### config.mk
export PLATFORM = sky130hd
export DESIGN_NAME = smc_top
export DESIGN_NICKNAME = d
export VERILOG_FILES = /design/src/hw/smc_pkg.sv /design/src/hw/smc_ahb_if.sv /design/src/hw/smc_cfg_regs.sv /design/src/hw/smc_mac.sv /design/src/hw/smc_top.sv
export VERILOG_INCLUDE_DIRS = /design/src /design/src/include
export SDC_FILE = /design/constraint.sdc
export NUM_CORES = 1
export LEC_CHECK = 0
export BUFFER_PORTS_ARGS = -buffer_cell sky130_fd_sc_hd__buf_2
export CORE_MARGIN = 8
export CORE_UTILIZATION = 43
export DETAILED_ROUTE_END_ITERATION = 12
export PLACE_DENSITY = 0.73
export SYNTH_ARGS = -nofsm -noshare
export SYNTH_HDL_FRONTEND = slang
export SYNTH_SLANG_ARGS = --single-unit
### constraint.sdc
create_clock -name hclk6 -period 4.65 [get_ports hclk6]
set_input_delay 0.2325 -clock hclk6 [delete_from_list [all_inputs] [get_ports hclk6]]
set_output_delay 0.2325 -clock hclk6 [all_outputs]
set_load 0.02 [all_outputs]
### src/include/smc_config.svh
// Build constants for the SRAM controller; include in RTL and testbench files that need them
`ifndef SMC_CONFIG_SVH
`define SMC_CONFIG_SVH

// ------------------------------
// Address decode
// ------------------------------
// haddr bit set -> configuration space, clear -> SRAM space
`define SMC_CFG_SEL_BIT 16

// ------------------------------
// Wait states
// ------------------------------
`define SMC_WAIT_W      4    // Bits per wait count
`define SMC_RD_WAIT_RST 2    // Read strobe extension out of reset
`define SMC_WR_WAIT_RST 1    // Write strobe extension out of reset

`endif

### src/hw/smc_pkg.sv
// Types shared by the SRAM controller blocks; compile first, modules import it in their bodies
`default_nettype none

`include "smc_config.svh"

package smc_pkg;

  // ------------------------------
  // AHB encodings
  // ------------------------------
  typedef enum logic [1:0] {
    TRN_IDLE   = 2'b00,
    TRN_BUSY   = 2'b01,
    TRN_NONSEQ = 2'b10,
    TRN_SEQ    = 2'b11
  } htrans_e;

  typedef enum logic [2:0] {
    SZ_BYTE = 3'b000,
    SZ_HALF = 3'b001,
    SZ_WORD = 3'b010    // Largest size this slave handles
  } hsize_e;

  typedef enum logic [1:0] {
    RSP_OKAY  = 2'b00,
    RSP_ERROR = 2'b01   // Always given as a two-cycle response
  } hresp_e;

  // Access FSM, one pass per 16-bit transfer
  typedef enum logic [1:0] {
    ST_IDLE   = 2'd0,
    ST_SETUP  = 2'd1,
    ST_STROBE = 2'd2,
    ST_HOLD   = 2'd3
  } mac_state_e;

  // ------------------------------
  // Structs between blocks
  // ------------------------------
  typedef struct packed {
    logic [31:0] addr;   // Byte address from haddr
    logic [1:0]  size;   // Low bits of hsize
    logic        write;
    logic        cfg;    // Config space access
  } ahb_req_t;

  typedef struct packed {
    logic [`SMC_WAIT_W-1:0] rd_wait;
    logic [`SMC_WAIT_W-1:0] wr_wait;
    logic                   mem_en;   // Low blocks SRAM space with ERROR
  } mem_cfg_t;

  // SRAM pins, all strobes active low
  typedef struct packed {
    logic [19:0] addr;    // Halfword address
    logic [15:0] wdata;
    logic        cs_n;
    logic        oe_n;
    logic        we_n;
    logic [1:0]  be_n;    // [0] low byte, [1] high byte
  } mem_pins_t;

endpackage

`default_nettype wire

### src/hw/smc_ahb_if.sv
// AHB-lite slave front end; decodes and checks each address phase and drives the bus response
`timescale 1ns/1ps
`default_nettype none

`include "smc_config.svh"

module smc_ahb_if (
  input  logic              hclk6,
  input  logic              n_sys_reset6,
  input  logic              hsel,
  input  logic [31:0]       haddr,
  input  smc_pkg::htrans_e  htrans,
  input  logic              hwrite,
  input  smc_pkg::hsize_e   hsize,
  input  logic              hready,      // Muxed bus ready
  input  logic              mem_en,
  input  logic              smc_done,    // Last hold cycle of a transfer
  input  logic              mac_done,    // Last transfer of the access
  input  logic [31:0]       read_data,
  input  logic [31:0]       cfg_rdata,
  output logic [31:0]       smc_hrdata,
  output logic              smc_hready,
  output smc_pkg::hresp_e   smc_hresp,
  output logic              smc_valid,
  output logic              new_access,  // Starts the access FSM
  output logic              cfg_access,  // Config data phase
  output smc_pkg::ahb_req_t req
);
  import smc_pkg::*;

  logic acc_req;    // Selected real transfer, address accepted
  logic cfg_sel;    // Address lands in config space
  logic mis_err;    // Misaligned halfword or word
  logic dis_err;    // SRAM space while disabled
  logic r_ready;    // Registered part of smc_hready
  logic r_hresp;    // Second cycle of ERROR pending

  // ------------------------------
  // Address phase decode
  // ------------------------------
  assign acc_req = hsel & hready & ((htrans == TRN_NONSEQ) | (htrans == TRN_SEQ));
  assign cfg_sel = haddr[`SMC_CFG_SEL_BIT];

  // Byte never misaligned
  assign mis_err = acc_req & (((hsize == SZ_HALF) & haddr[0]) |
                              ((hsize == SZ_WORD) & (haddr[1:0] != 2'b00)));
  assign dis_err = acc_req & ~mis_err & ~cfg_sel & ~mem_en;

  assign smc_valid  = acc_req & ~mis_err;
  assign new_access = smc_valid & ~cfg_sel & ~dis_err;   // SRAM only

  // Capture request; errored beats leave it alone so no SRAM pin moves
  always_ff @(posedge hclk6 or negedge n_sys_reset6)
  begin
    if (!n_sys_reset6)
    begin
      req        <= '0;
      cfg_access <= 1'b0;
    end
    else
    begin
      cfg_access <= smc_valid & cfg_sel;    // One-cycle data phase
      if (smc_valid & ~dis_err)
        req <= '{addr: haddr, size: hsize[1:0], write: hwrite, cfg: cfg_sel};
    end
  end

  // ------------------------------
  // Response
  // ------------------------------
  always_ff @(posedge hclk6 or negedge n_sys_reset6)
  begin
    if (!n_sys_reset6)
    begin
      smc_hresp <= RSP_OKAY;
      r_hresp   <= 1'b0;
    end
    else if (mis_err | dis_err)
    begin
      smc_hresp <= RSP_ERROR;   // First cycle, ready low
      r_hresp   <= 1'b1;
    end
    else if (r_hresp)
    begin
      smc_hresp <= RSP_ERROR;   // Second cycle, ready high
      r_hresp   <= 1'b0;
    end
    else
    begin
      smc_hresp <= RSP_OKAY;
      r_hresp   <= 1'b0;
    end
  end

  // Ready low through SRAM data phase and first ERROR cycle
  always_ff @(posedge hclk6 or negedge n_sys_reset6)
  begin
    if (!n_sys_reset6)
      r_ready <= 1'b1;
    else if (mis_err | dis_err)
      r_ready <= 1'b0;
    else if (new_access)
      r_ready <= 1'b0;
    else if (r_hresp)
      r_ready <= 1'b1;
    else if (!smc_hready)
      r_ready <= r_ready;       // SRAM access still running
    else
      r_ready <= 1'b1;          // Idle, busy, config or not selected
  end

  assign smc_hready = r_ready | (smc_done & mac_done);

  // Read data by space of the current data phase
  assign smc_hrdata = req.cfg ? cfg_rdata : read_data;

endmodule

`default_nettype wire

### src/hw/smc_cfg_regs.sv
// Configuration registers for wait counts and enable; accessed through the AHB front end
`timescale 1ns/1ps
`default_nettype none

`include "smc_config.svh"

module smc_cfg_regs (
  input  logic              hclk6,
  input  logic              n_sys_reset6,
  input  logic              cfg_access,   // Config data phase
  input  smc_pkg::ahb_req_t req,          // Captured address phase
  input  logic [31:0]       hwdata,
  output logic [31:0]       cfg_rdata,
  output smc_pkg::mem_cfg_t cfg
);
  import smc_pkg::*;

  localparam logic [`SMC_WAIT_W-1:0] RD_WAIT_RST = `SMC_RD_WAIT_RST;
  localparam logic [`SMC_WAIT_W-1:0] WR_WAIT_RST = `SMC_WR_WAIT_RST;

  logic [`SMC_WAIT_W-1:0] rd_wait;   // Extra read strobe cycles
  logic [`SMC_WAIT_W-1:0] wr_wait;   // Extra write strobe cycles
  logic                   mem_en;
  logic [1:0]             reg_idx;
  logic                   wr_en;

  assign reg_idx = req.addr[3:2];            // Word index
  assign wr_en   = cfg_access & req.write;

  // ------------------------------
  // Register write
  // ------------------------------
  // hwdata is valid in the data phase, update at its closing edge
  always_ff @(posedge hclk6 or negedge n_sys_reset6)
  begin
    if (!n_sys_reset6)
    begin
      rd_wait <= RD_WAIT_RST;
      wr_wait <= WR_WAIT_RST;
      mem_en  <= 1'b1;          // Enabled out of reset
    end
    else if (wr_en)
    begin
      case (reg_idx)
        2'd0:    rd_wait <= hwdata[`SMC_WAIT_W-1:0];
        2'd1:    wr_wait <= hwdata[`SMC_WAIT_W-1:0];
        2'd2:    mem_en  <= hwdata[0];
        default: ;              // Index 3 unused
      endcase
    end
  end

  // ------------------------------
  // Read back, zero extended
  // ------------------------------
  always_comb
  begin
    cfg_rdata = '0;
    case (reg_idx)
      2'd0:    cfg_rdata[`SMC_WAIT_W-1:0] = rd_wait;
      2'd1:    cfg_rdata[`SMC_WAIT_W-1:0] = wr_wait;
      2'd2:    cfg_rdata[0] = mem_en;
      default: cfg_rdata = '0;
    endcase
  end

  // Settings to the access FSM
  assign cfg = '{rd_wait: rd_wait, wr_wait: wr_wait, mem_en: mem_en};

endmodule

`default_nettype wire

### src/hw/smc_mac.sv
// SRAM access FSM; runs setup, strobe and hold per 16-bit transfer, two transfers for a word
`timescale 1ns/1ps
`default_nettype none

`include "smc_config.svh"

module smc_mac (
  input  logic               hclk6,
  input  logic               n_sys_reset6,
  input  logic               new_access,   // SRAM address phase accepted
  input  smc_pkg::ahb_req_t  req,
  input  smc_pkg::mem_cfg_t  cfg,
  input  logic [31:0]        hwdata,
  input  logic [15:0]        mem_rdata,
  output smc_pkg::mem_pins_t mem,
  output logic [31:0]        read_data,
  output logic               smc_done,
  output logic               mac_done
);
  import smc_pkg::*;

  mac_state_e             state;
  mac_state_e             state_nxt;
  logic [`SMC_WAIT_W-1:0] wait_cnt;    // Strobe cycles left minus one
  logic                   half_cnt;    // 1 on upper half of a word
  logic                   is_word;
  logic                   half_idx;    // Halfword lane in the 32-bit bus
  logic                   strobe_end;

  assign is_word    = (req.size == SZ_WORD[1:0]);
  assign half_idx   = is_word ? half_cnt : req.addr[1];
  assign strobe_end = (state == ST_STROBE) && (wait_cnt == '0);

  assign smc_done = (state == ST_HOLD);
  assign mac_done = (state != ST_IDLE) & (~is_word | half_cnt);   // Last transfer

  // ------------------------------
  // Next state
  // ------------------------------
  always_comb
  begin
    state_nxt = state;
    case (state)
      ST_IDLE:
        if (new_access)
          state_nxt = ST_SETUP;
      ST_SETUP:
        state_nxt = ST_STROBE;
      ST_STROBE:
        if (wait_cnt == '0)
          state_nxt = ST_HOLD;
      ST_HOLD:
        // Upper half of a word, or next beat back to back
        if (~mac_done | new_access)
          state_nxt = ST_SETUP;
        else
          state_nxt = ST_IDLE;
      default:
        state_nxt = ST_IDLE;
    endcase
  end

  always_ff @(posedge hclk6 or negedge n_sys_reset6)
  begin
    if (!n_sys_reset6)
    begin
      state    <= ST_IDLE;
      wait_cnt <= '0;
      half_cnt <= 1'b0;
    end
    else
    begin
      state <= state_nxt;
      if (state == ST_SETUP)
        wait_cnt <= req.write ? cfg.wr_wait : cfg.rd_wait;   // Strobe length
      else if ((state == ST_STROBE) && (wait_cnt != '0))
        wait_cnt <= wait_cnt - 1'b1;
      if (state == ST_HOLD)
        half_cnt <= ~mac_done;  // Back to 0 once the access ends
    end
  end

  // ------------------------------
  // Read capture
  // ------------------------------
  // Sample at the last strobe edge, held through hold
  always_ff @(posedge hclk6)
  begin
    if (strobe_end && !req.write)
    begin
      if (half_idx)
        read_data[31:16] <= mem_rdata;
      else
        read_data[15:0] <= mem_rdata;
    end
  end

  // ------------------------------
  // SRAM pins
  // ------------------------------
  always_comb
  begin
    mem.addr  = {req.addr[20:2], half_idx};
    mem.wdata = '0;                            // Quiet while idle
    if (state != ST_IDLE)
      mem.wdata = half_idx ? hwdata[31:16] : hwdata[15:0];
    mem.cs_n  = (state == ST_IDLE);
    mem.oe_n  = ~((state == ST_STROBE) & ~req.write);
    mem.we_n  = ~((state == ST_STROBE) & req.write);
    // Byte picks one lane, halfword and word use both
    if (req.size == SZ_BYTE[1:0])
      mem.be_n = {~req.addr[0], req.addr[0]};
    else
      mem.be_n = 2'b00;
  end

endmodule

`default_nettype wire

### src/hw/smc_top.sv
// Top of the static memory controller; AHB-lite slave port in, 16-bit SRAM pins out
`timescale 1ns/1ps
`default_nettype none

module smc_top (
  input  logic               hclk6,
  input  logic               n_sys_reset6,
  // AHB slave port
  input  logic               hsel,
  input  logic [31:0]        haddr,
  input  smc_pkg::htrans_e   htrans,
  input  logic               hwrite,
  input  smc_pkg::hsize_e    hsize,
  input  logic [31:0]        hwdata,
  input  logic               hready,
  output logic [31:0]        smc_hrdata,
  output logic               smc_hready,
  output smc_pkg::hresp_e    smc_hresp,
  output logic               smc_valid,
  // SRAM side
  input  logic [15:0]        mem_rdata,
  output smc_pkg::mem_pins_t mem
);
  import smc_pkg::*;

  ahb_req_t    req;           // Captured address phase
  mem_cfg_t    cfg;           // Wait counts and enable
  logic        new_access;
  logic        cfg_access;
  logic        smc_done;
  logic        mac_done;
  logic [31:0] read_data;     // Assembled SRAM read
  logic [31:0] cfg_rdata;     // Register read back

  // ------------------------------
  // Bus front end
  // ------------------------------
  smc_ahb_if u_ahb_if (
    .hclk6       (hclk6),
    .n_sys_reset6(n_sys_reset6),
    .hsel        (hsel),
    .haddr       (haddr),
    .htrans      (htrans),
    .hwrite      (hwrite),
    .hsize       (hsize),
    .hready      (hready),
    .mem_en      (cfg.mem_en),
    .smc_done    (smc_done),
    .mac_done    (mac_done),
    .read_data   (read_data),
    .cfg_rdata   (cfg_rdata),
    .smc_hrdata  (smc_hrdata),
    .smc_hready  (smc_hready),
    .smc_hresp   (smc_hresp),
    .smc_valid   (smc_valid),
    .new_access  (new_access),
    .cfg_access  (cfg_access),
    .req         (req)
  );

  smc_cfg_regs u_cfg_regs (
    .hclk6       (hclk6),
    .n_sys_reset6(n_sys_reset6),
    .cfg_access  (cfg_access),
    .req         (req),
    .hwdata      (hwdata),
    .cfg_rdata   (cfg_rdata),
    .cfg         (cfg)
  );

  // ------------------------------
  // SRAM sequencing
  // ------------------------------
  smc_mac u_mac (
    .hclk6       (hclk6),
    .n_sys_reset6(n_sys_reset6),
    .new_access  (new_access),
    .req         (req),
    .cfg         (cfg),
    .hwdata      (hwdata),
    .mem_rdata   (mem_rdata),
    .mem         (mem),
    .read_data   (read_data),
    .smc_done    (smc_done),
    .mac_done    (mac_done)
  );

endmodule

`default_nettype wire

# After elaboration in Yosys (flattened, before gate mapping)

Index checks and enable logic that the tools add are counted.

Add/subtract/negate cells: 1
$mul: 0
Divide/modulo/power cells: 0
$lt $le $gt $ge: 0
Eq/ne operators: 12
Shift operators: 0
Muxes and demuxes: 21
Bitwise logic cells: 33
Reductions and logical operators: 19

Operators by type and width:

| cell                                                                     | count |
|---|---|
| 16-bit 2-to-1 mux                                                        | 2 |
| 32-bit 2-to-1 mux                                                        | 1 |
| 1-bit bitwise AND                                                        | 16 |
| 2-bit == test (second input constant)                                    | 6 |
| 4-bit 2-to-1 mux                                                         | 3 |
| 2-bit AND reduction                                                      | 6 |
| 1-bit NOT                                                                | 11 |
| 1-bit 2-to-1 mux                                                         | 9 |
| 2-bit case mux with 4 select lines                                       | 1 |
| 4-bit nonzero test                                                       | 2 |
| 2-bit zero test                                                          | 3 |
| 2-bit 2-to-1 mux                                                         | 3 |
| 1-bit bitwise OR                                                         | 6 |
| 3-bit case mux with 2 select lines                                       | 1 |
| 2-bit nonzero test                                                       | 3 |
| 2-bit by 1-bit == test with 1-bit output (second input constant)         | 2 |
| 4-bit zero test                                                          | 1 |
| 2-bit by 1-bit inequality test with 1-bit output (second input constant) | 2 |
| 4-bit by 1-bit subtractor with 4-bit output (second input constant)      | 1 |
| 3-bit by 1-bit == test with 1-bit output (second input constant)         | 1 |
| 3-bit by 2-bit == test with 1-bit output (second input constant)         | 1 |
| 1-bit logical AND                                                        | 3 |
| 1-bit case mux with 3 select lines                                       | 1 |
| 1-bit zero test                                                          | 1 |

Bits in registers: 78
Latch bits: 0
Memory bits (writable): 0
ROM bits: 0
Memories: 0

# Depth between registers and ports, before layout

Gate-level depths: netlist of the first run.

Depth in word-level cells: 13
Mapped depth: 7
Depth with buffers taken out: 6

# By module

From an unflattened synthesis of the first run, not the netlist that was laid out.

Cells, all modules: 343
Area, all modules: 4501.8 µm²

By module, submodules not included:

| module       | times used | cells an instance | area each (µm²) |
|---|---|---|---|
| smc_ahb_if   | 1          | 133               | 1921.8 |
| smc_mac      | 1          | 149               | 1915.6 |
| smc_cfg_regs | 1          | 61                | 664.4 |

# Worst setup path before layout of the first run

No wires, ideal clock.

Path kind: register -> register
Start point: register u_mac.wait_cnt[0]
End point: register u_mac.read_data[0] (enable)
Setup time: 0.388 ns
Data arrival time: 2.100 ns
Data required time: 4.262 ns
Slack: 2.162 ns
Stages on the path, launching flop included: 6
Path buffers: 0
Period minus slack after synthesis: 2.488 ns
Path through: dfrtp_1 > inv_1 > ha_1 > or3b_2 > or2_2 > nor2_1

Word-level cells in the longest chain between the ends: 4

RTL lines:

| item                                 | line          | text |
|---|---|---|
| from (decl)                          | smc_mac.sv:24 | `` logic [`SMC_WAIT_W-1:0] wait_cnt; `` |
| from (signal assigned)               | smc_mac.sv:75 | `wait_cnt <= req.write ? cfg.wr_wait : cfg.rd_wait;` |
| from (signal assigned)               | smc_mac.sv:77 | `wait_cnt <= wait_cnt - 1'b1;` |
| 4-bit zero test                      | smc_mac.sv:32 | `assign strobe_end = (state == ST_STROBE) && (wait_cnt == '0);` |
| 1-bit logical AND                    | smc_mac.sv:32 |  |
| 1-bit logical AND                    | smc_mac.sv:89 | `if (strobe_end && !req.write)` |
| 2-bit AND reduction (no source line) | --            |  |
| to (signal assigned)                 | smc_mac.sv:94 | `read_data[15:0] <= mem_rdata;` |
| to (decl)                            | smc_mac.sv:16 | `output logic [31:0] read_data,` |

No other way between the ends.
A chain may end at the register's enable or synchronous reset.

==> results of run 1 <==
## path summary, 6_finish.rpt
check                      cells past startpoint  slack (ns)              start               endpoint
max                                            3        2.37   u_ahb_if.req[20]          smc_hrdata[2]
min                                            1        0.04       n_sys_reset6  u_ahb_if.smc_hresp[0]
max reg2reg                                    6        2.47  u_mac.wait_cnt[0]     u_mac.read_data[5]
min reg2reg                                    1        0.49   u_ahb_if.r_hresp  u_ahb_if.smc_hresp[0]
max in group asynchronous                      1        3.98       n_sys_reset6       u_ahb_if.req[13]
min in group hclk6                             1        0.07       mem_rdata[0]    u_mac.read_data[16]
## flip-flops by register name, indices dropped and copies added (netlist names)
| register | flops |
|---|---|
| u_ahb_if.smc_hresp | 1 |
| u_mac.state | 2 |
| u_cfg_regs.rd_wait | 4 |
| u_ahb_if.req | 24 |
| u_ahb_if.r_hresp | 1 |
| u_cfg_regs.mem_en | 1 |
| u_ahb_if.cfg_access | 1 |
| u_mac.half_cnt | 1 |
| u_ahb_if.r_ready | 1 |
| u_cfg_regs.wr_wait | 4 |
| u_mac.read_data | 32 |
| u_mac.wait_cnt | 4 |
## cell type report
class	instances	area [um^2]	area share (%)
clock buffer	9	124	2.64
clock inverter	7	82.6	1.76
inverter	10	37.5	0.799
multi-input combinational	179	1460	31.0
sequential	76	2070	44.0
tap	108	135	2.88
timing repair buffer	157	796	16.9
## power groups by stage
stage	Combinational [uW]	Clock, uW	Sequential (uW)
after floorplan	769	0	888
after global placement	943	0	931
after detailed placement	965	0	938
after CTS	968	537	925
after global routing	1040	565	944
final	952	518	924
## worst register-to-register path, stage by stage (launching register included)
cell and delay (ns):
dfrtp_1 0.41, inv_1 0.07, ha_1 0.18, or3b_2 0.51, or2_2 0.33, nor2_1 0.09
buf_4 0.26
## cells by family (layout without fill, tap and decap cells)
family,after synthesis,in the layout
simple gates,83,83
flops,76,76
mux,58,58
buf+inv,43,183
compound gates,30,30
fa+ha+maj,5,5
xor+xnor,2,2
other cells,1,1
## through the flow
| step | setup slack [ns] | hold WS, ns | instance area [um^2] | power, uW | util, % |
|---|---|---|---|---|---|
| global placement | 2.05 | 0.421 | 4490 | 1870 | 52.0 |
| detailed placement | 2.04 | 0.426 | 4490 | 1900 | 52.0 |
| global route | 2.13 | 0.0496 | 4700 | 2550 | 54.4 |
| CTS | 2.32 | 0.0519 | 4700 | 2430 | 54.4 |
| floorplan | 2.16 | -0.0631 | 3800 | 1660 | - |
| finish | 2.37 | 0.0445 | 4700 | 2390 | 54.4 |
## cells in the final DEF, fill, tap and decap left out, types with 5 or more instances in the layout
master / Yosys / layout
a21oi_1: 10 / 10
edfxtp_1: 32 / 32
ha_1: 5 / 5
mux2_2: 15 / 15
clkbuf_8: 0 / 9
nor2b_1: 30 / 30
mux2_4: 20 / 20
mux2i_1: 23 / 22
dfrtp_1: 40 / 40
nand2_1: 6 / 6
nor2_1: 26 / 26
buf_2: 2 / 153
inv_1: 10 / 10
## per-layer routing
layer | global-route usage, % | vias to the layer above
met5 | 0 | -
met4 | 5.59 | 0
met3 | 3.90 | 7
met2 | 25.1 | 97
met1 | 16.4 | 1273
li1 | - | 1292
==> metrics.md, run 1 <==
| Metric | Value |
|---|---|
| Post-route DRC | `0` |
| Share of the synthesized area in the top cell type | `between 20% and 30%` |
| Fraction of layout cells with a size suffix above 1 | `50.7%` |
| Post-CTS setup buffers | `0` |
| Post-synth EDFFs | `32` |
| Worst Path Max Fanout | `36` |
| Fillers | `roughly 770` |
| Synth Area in XOR/XNOR | `less than 1%` |
| CORE AREA | `approximately 8600 um^2` |
| Min-Delay Path Class | `primary input to asynchronous set/reset pin` |
| M1 WL | `roughly 3500 um` |
| Register area share after synthesis | `between 50% and 60%` |
| Top-count cell post-synth | `dfrtp_1` |
| Ports | `around 170` |
| Top_reg_cell synth | `dfrtp_1` |
| Post-synthesis mux area share | `18.4%` |
| Top cell type by total area after synthesis | `dfrtp_1` |
| Maximum vdd drop | `between 0.0002 and 0.00025 V` |
| Setup Skew | `~0.0086 ns` |
| Critical path endpoint category | `output port` |
| Pwr Density | `~510 nW/um^2` |
| Worst-case clock buffer depth | `2` |
| Least-Margin Pin Slew | `1.10 ns` |
| Post-Syn Nets | `between 300 and 400` |
| Die width | `~110 um` |
| Post-layout net count | `528` |
| Routed WL | `between 8000 and 9000 um` |
| DR pass1 iterations | `4` |
| Crit path buf inv count | `1` |
| WL per Instance | `about 16 um` |
| Die ar. | `between 10000 and 15000 um^2` |
| Synthesis-stage register bit count | `76` |
| Routed wl met3 | `602 um` |
| Seq pwr share | `between 30% and 40%` |
| Placed instance count | `530` |
| Power share of the clock group | `21.6%` |
| H-Tree Depth | `3` |
| NetSw | `919 uW` |
| Mapped Cells | `around 300` |
| Drt via density | `about 5` |
| Initial Util | `about 44%` |
| Synth warn | `0` |
| DP HPWL | `just under 7000 um` |
| Global-route wire length before repair | `around 14000 um` |
| Netlist cell types | `46` |
| Slew Limit Fails | `0` |
| Rel. slew slack | `26.8%` |
| Delay-heaviest family, CP | `flip-flops` |
| Final hold vios | `0` |
| Minimum clock period | `about 2.3 ns` |
| DR WL met2 | `approximately 4500 um` |
| Commonest cells in the synthesized netlist | `40 x dfrtp_1, 32 x edfxtp_1, 30 x nor2b_1` |
| Status | `complete, no violations` |
| Unrepaired setup endpoints after global routing | `false` |
| Gp weighted congestion | `0.744` |
| Max-cap violations | `0` |
| Max Clock Freq | `about 0.44 GHz` |
| Area contributors post-synth | `dfrtp_1 26%, edfxtp_1 25%, mux2_4 7.9%, mux2i_1 6.1%, nor2b_1 4.9%` |
| Post-DRT Antenna Nets | `0` |
| Port Buf Inserts | `around 150` |
| Via count | `2669` |
| Cts repair resizes | `0` |
| Simple-Gate Fraction of Synth Area | `11.9%` |
| Max stage delay cell, worst path | `dfrtp_1` |
| Critical-path cell list | `nand2b_1 -> o22ai_1 -> buf_2` |
| Power share of the combinational group | `around two fifths` |
| Critical path's largest stage delay | `between 1 and 1.5 ns` |
| Iter 0 DRT Violations | `between 100 and 150` |
| Die Y | `approximately 110 um` |
| Clock Sinks | `76` |
| Area share of fa/ha/maj cells after synthesis | `under 10%` |
| Main combinational cell family by area after synthesis | `multiplexers` |
| TritonCTS Buffers | `9` |
| Ant diodes | `0` |
| Mapped cell area | `between 3000 and 4000 um^2` |
| Crit path kind | `flop to output port` |
| Global-route usage over all layers | `about 14%` |
| Leak Pwr | `between 0.002 and 0.0025 uW` |
| Grt ovf | `0` |
| Syn Area/Cell | `12.8 um^2` |
| Startpoint Class | `flop` |
| Arrival time worst endpoint | `between 2 and 2.5 ns` |
| Root cell of the clock tree | `clkbuf_8` |
| Synthesis-to-layout area growth | `23.6%` |
| Vias in the first global route | `2868` |
| Synth Area in Compound Gates | `5.72%` |
| Num rows | `34` |
| CP required | `around 4.4 ns` |
| Final period util | `between 40% and 50%` |
| Pint | `about 1500 uW` |
| Endpoints failing setup | `0` |
| Post-route non-filler standard cell count | `between 500 and 600` |
| Fraction of power spent switching nets | `38.4%` |
| Setup TNS Final | `0 ns` |
| CTS tree | `done` |
| CTS Hold Buffers Added | `0` |
| Ys async rst share | `between 50% and 60%` |
| Largest net degree at the start of global routing | `45` |
| Clock transition at the registers of the reported paths | `approximately 0.09 ns` |
| Initial antenna violation count | `0` |
| Clk_lat worst skew | `0.34 ns` |
| Uppermost layer routed | `met4` |
Power figures use the tool's default switching activity.
==> run 2, diff against run 1 <==
--- a/config.mk
+++ b/config.mk
@@ -6,6 +6,7 @@
 export SDC_FILE = /design/constraint.sdc
 export NUM_CORES = 1
 export LEC_CHECK = 0
+export ABC_AREA = 1
 export BUFFER_PORTS_ARGS = -buffer_cell sky130_fd_sc_hd__buf_2
 export CORE_MARGIN = 8
 export CORE_UTILIZATION = 43
==> constraint.sdc (replaced) <==
create_clock -name hclk6 -period 2.1 [get_ports hclk6]
set_input_delay 0.105 -clock hclk6 [delete_from_list [all_inputs] [get_ports hclk6]]
set_output_delay 0.105 -clock hclk6 [all_outputs]
set_load 0.02 [all_outputs]
==> run 2 against run 1 <==
  * Register-to-register slack worse by 2.1 ns
  * Critical path type unchanged
  * Worst hold slack worse by 0.032 ns
  * Synthesized cell count is 41% higher
  * Final cell count is 30% higher
  * Largest cell class unchanged
  * Sequential share of layout area is 3.9 points lower
  * Utilization is 5.2 points higher
==> metrics.md, run 2 <==
| Metric | Value |
|---|---|
| Via count | `between 3k and 4k` |
| Die Y | `110 um` |
| CP required | `roughly 2.0 ns` |
| DR WL met2 | `just over 5000 um` |
| M1 WL | `between 3000 and 4000 um` |
| Setup Skew | `~0.0085 ns` |
| Vias in the first global route | `3643` |
| Endpoints failing setup | `0` |
| RR Endpoint | `u_mac.read_data[6]` |
| Die ar. | `~12000 um^2` |
| Clock transition at the registers of the reported paths | `around 0.080 ns` |
| Synth warn | `0` |
| Commonest non-fill, non-tap cell in the layout | `buf_2` |
| First element of the critical path | `u_cfg_regs.mem_en` |
| Post-DRT Antenna Nets | `0` |
| Critical path's largest stage delay | `0.55 ns` |
| Unrepaired setup endpoints after global routing | `false` |
| Routed wl met3 | `roughly 650 um` |
| Largest registers | `u_mac.read_data (32), u_ahb_if.req (24)` |
| Initial Util | `43.9%` |
| Arrival time worst endpoint | `1.81 ns` |
| Post-Syn Nets | `approximately 510` |
| R2r worst-path depth | `7` |
| DP HPWL | `7380 um` |
| TritonCTS Buffers | `9` |
| Setup TNS Final | `0 ns` |
| Biggest register | `u_mac.read_data` |
| Leak Pwr | `approximately 0.0026 uW` |
| Mapped cell area | `3790 um^2` |
| Startpoint Class | `flop` |
| Port Buf Inserts | `about 150` |
| Top-count cell post-synth | `inv_1` |
| Num rows | `34` |
| Pwr Density | `1100 nW/um^2` |
| Ports | `around 170` |
| CORE AREA | `roughly 8600 um^2` |
| Max Clock Freq | `0.523 GHz` |
| Final period util | `a little over 90%` |
| Setup crit end | `smc_hrdata[0]` |
| Post-layout net count | `691` |
| Largest net degree at the start of global routing | `34` |
| Commonest cells in the synthesized netlist | `73 x inv_1, 71 x nor2_1, 46 x nand2_1` |
| Drt via density | `4.64` |
| Iter 0 DRT Violations | `147` |
| Crit path buf inv count | `2` |
| Top cell type by total area after synthesis | `dfrtp_1` |
| Ant diodes | `0` |
| Maximum vdd drop | `approximately 0.00073 V` |
| Multi-input gate area | `roughly 1200 um^2` |
| Grt ovf | `0` |
| WL per Instance | `between 10 and 15 um` |
| Clk_lat worst skew | `about 0.34 ns` |
| Routed WL | `9880 um` |
| DR pass1 iterations | `6` |
| Root cell of the clock tree | `clkbuf_8` |
| Register area share after synthesis | `around 54%` |
| Final hold vios | `0` |
| Flop-to-flop setup slack | `about 0.37 ns` |
| Worst-case clock buffer depth | `2` |
| Mapped Cells | `about 420` |
| Uppermost layer routed | `met4` |
| Critical-path cell list | `inv_1 -> o311ai_0 -> nand2_1 -> nand2_1 -> buf_2` |
| Placed instance count | `roughly 650` |
| Crit path kind | `flop to output port` |
| Worst Path Max Fanout | `3` |
| Synthesis-to-layout area growth | `35.8%` |
| Top_reg_cell synth | `dfrtp_1` |
| Most frequent cells in the layout | `153 x buf_2, 72 x inv_1, 71 x nor2_1` |
| Min-Delay Path Class | `primary input to flop` |
| Fillers | `approximately 740` |
| Post-route non-filler standard cell count | `709` |
| CTS tree | `done` |
| Gp weighted congestion | `~0.8` |
| Global-route usage over all layers | `between 10% and 20%` |
| Area contributors post-synth | `dfrtp_1 26%, edfxtp_1 25%, inv_1 7.2%, nor2_1 7.0%, nand2_1 4.6%` |
| Post-route DRC | `0` |
| Die width | `approximately 110 um` |
| Initial antenna violation count | `0` |
| Synthesis-stage register bit count | `76` |
| Max stage delay cell, worst path | `dfstp_2` |
| Largest register FFs | `32` |
| Slew Limit Fails | `0` |
| Netlist cell types | `34` |
| Register Area | `around 2100 um^2` |
| Post-synth EDFFs | `32` |
| Minimum clock period | `~1.9 ns` |
| Fraction of layout cells with a size suffix above 1 | `a little under two fifths` |
| Delay-heaviest family, CP | `flip-flops` |
| Crit path depth | `5` |
| H-Tree Depth | `3` |
| Share of the synthesized area in the top cell type | `between 20% and 30%` |
| Critical path endpoint category | `output port` |
| Most frequent CP cell | `nand2_1` |
| Clock Sinks | `between 70 and 80` |
| Ys async rst share | `57.9%` |
| Syn Area/Cell | `between 9 and 10 um^2` |
| Status | `complete, no violations` |
| Max-cap violations | `0` |
| Global-route wire length before repair | `16100 um` |
| Worst r2r src | `u_mac.wait_cnt[0]` |
## run 2: cell types whose count changed after synthesis, sizes merged, moves of 30 or more
cell	before	now
mux2	35	0
nor2	26	73
inv	10	73
nor2b	30	0
o21ai	1	57
nand2	6	65
## run 2: layout make-up
type | count | area share [%]
multi-input cells | 236 | 23.4
flip-flops and latches | 76 | 40.1
clock buffers | 10 | 2.48
inverters | 73 | 5.39
clock inverters | 6 | 2.19
well taps | 108 | 2.62
repair buffers | 200 | 23.8
## run 2: timing repair
action / CTS / global route
endpoints found under the hold margin: 63 / 0
setup buffers: 2 / 0
gates resized for setup: 1 / 2
hold buffers: 37 / 0
endpoints found under the setup margin: 1 / 15
## run 2: metal layers
layer	vias up	GRT usage, %
met4	0	9.06
met5	-	0
met2	120	30.9
met3	22	3.87
met1	1502	17.2
li1	1644	-
## run 2: worst min path at each step
stage | end | cells past startpoint | start
6_report | u_ahb_if.req[5] | 3 | haddr[1]
3_5_place_dp | u_ahb_if.r_hresp | 1 | n_sys_reset6
4_1_cts | u_ahb_if.req[5] | 3 | haddr[1]
3_3_place_gp | u_ahb_if.r_hresp | 1 | n_sys_reset6
2_1_floorplan | u_ahb_if.cfg_access | 0 | n_sys_reset6
5_1_grt | u_ahb_if.req[5] | 3 | haddr[1]
## run 2: cells by family after synthesis
logic type      share of synthesized area [%]
buf+inv                                  14.0
other cells                            0.0988
flops                                    54.5
fa+ha+maj                                1.65
compound gates                           12.5
simple gates                             17.2
## run 2: worst reg2reg max path, delay by kind of cell, from the launching register on
| kind | cells | cell delay (ns) |
|---|---|---|
| simple gates | 4 | 0.50 |
| flops | 1 | 0.40 |
| buf+inv | 2 | 0.34 |
| fa+ha+maj | 1 | 0.17 |
## run 2: metrics by stage
step | util, % | total power [uW] | hold slack, ns | area (um^2) | worst slack [ns]
global placement | 52.3 | 4200 | -0.0138 | 4520 | 0.415
finish | 59.7 | 5680 | 0.0123 | 5150 | 0.190
floorplan | - | 3640 | -0.191 | 3790 | 0.0326
detailed placement | 52.3 | 4280 | -0.00409 | 4520 | 0.342
CTS | 59.6 | 5720 | 0.00401 | 5140 | 0.0226
global route | 59.7 | 6080 | 0.0433 | 5150 | 0.0639
## run 2: power breakdown
part / switching [uW] / internal [uW] / total (uW)
combinational: 1470 / 839 / 2310
clock: 534 / 792 / 1330
sequential: 202 / 1840 / 2050
total: 2200 / 3470 / 5680
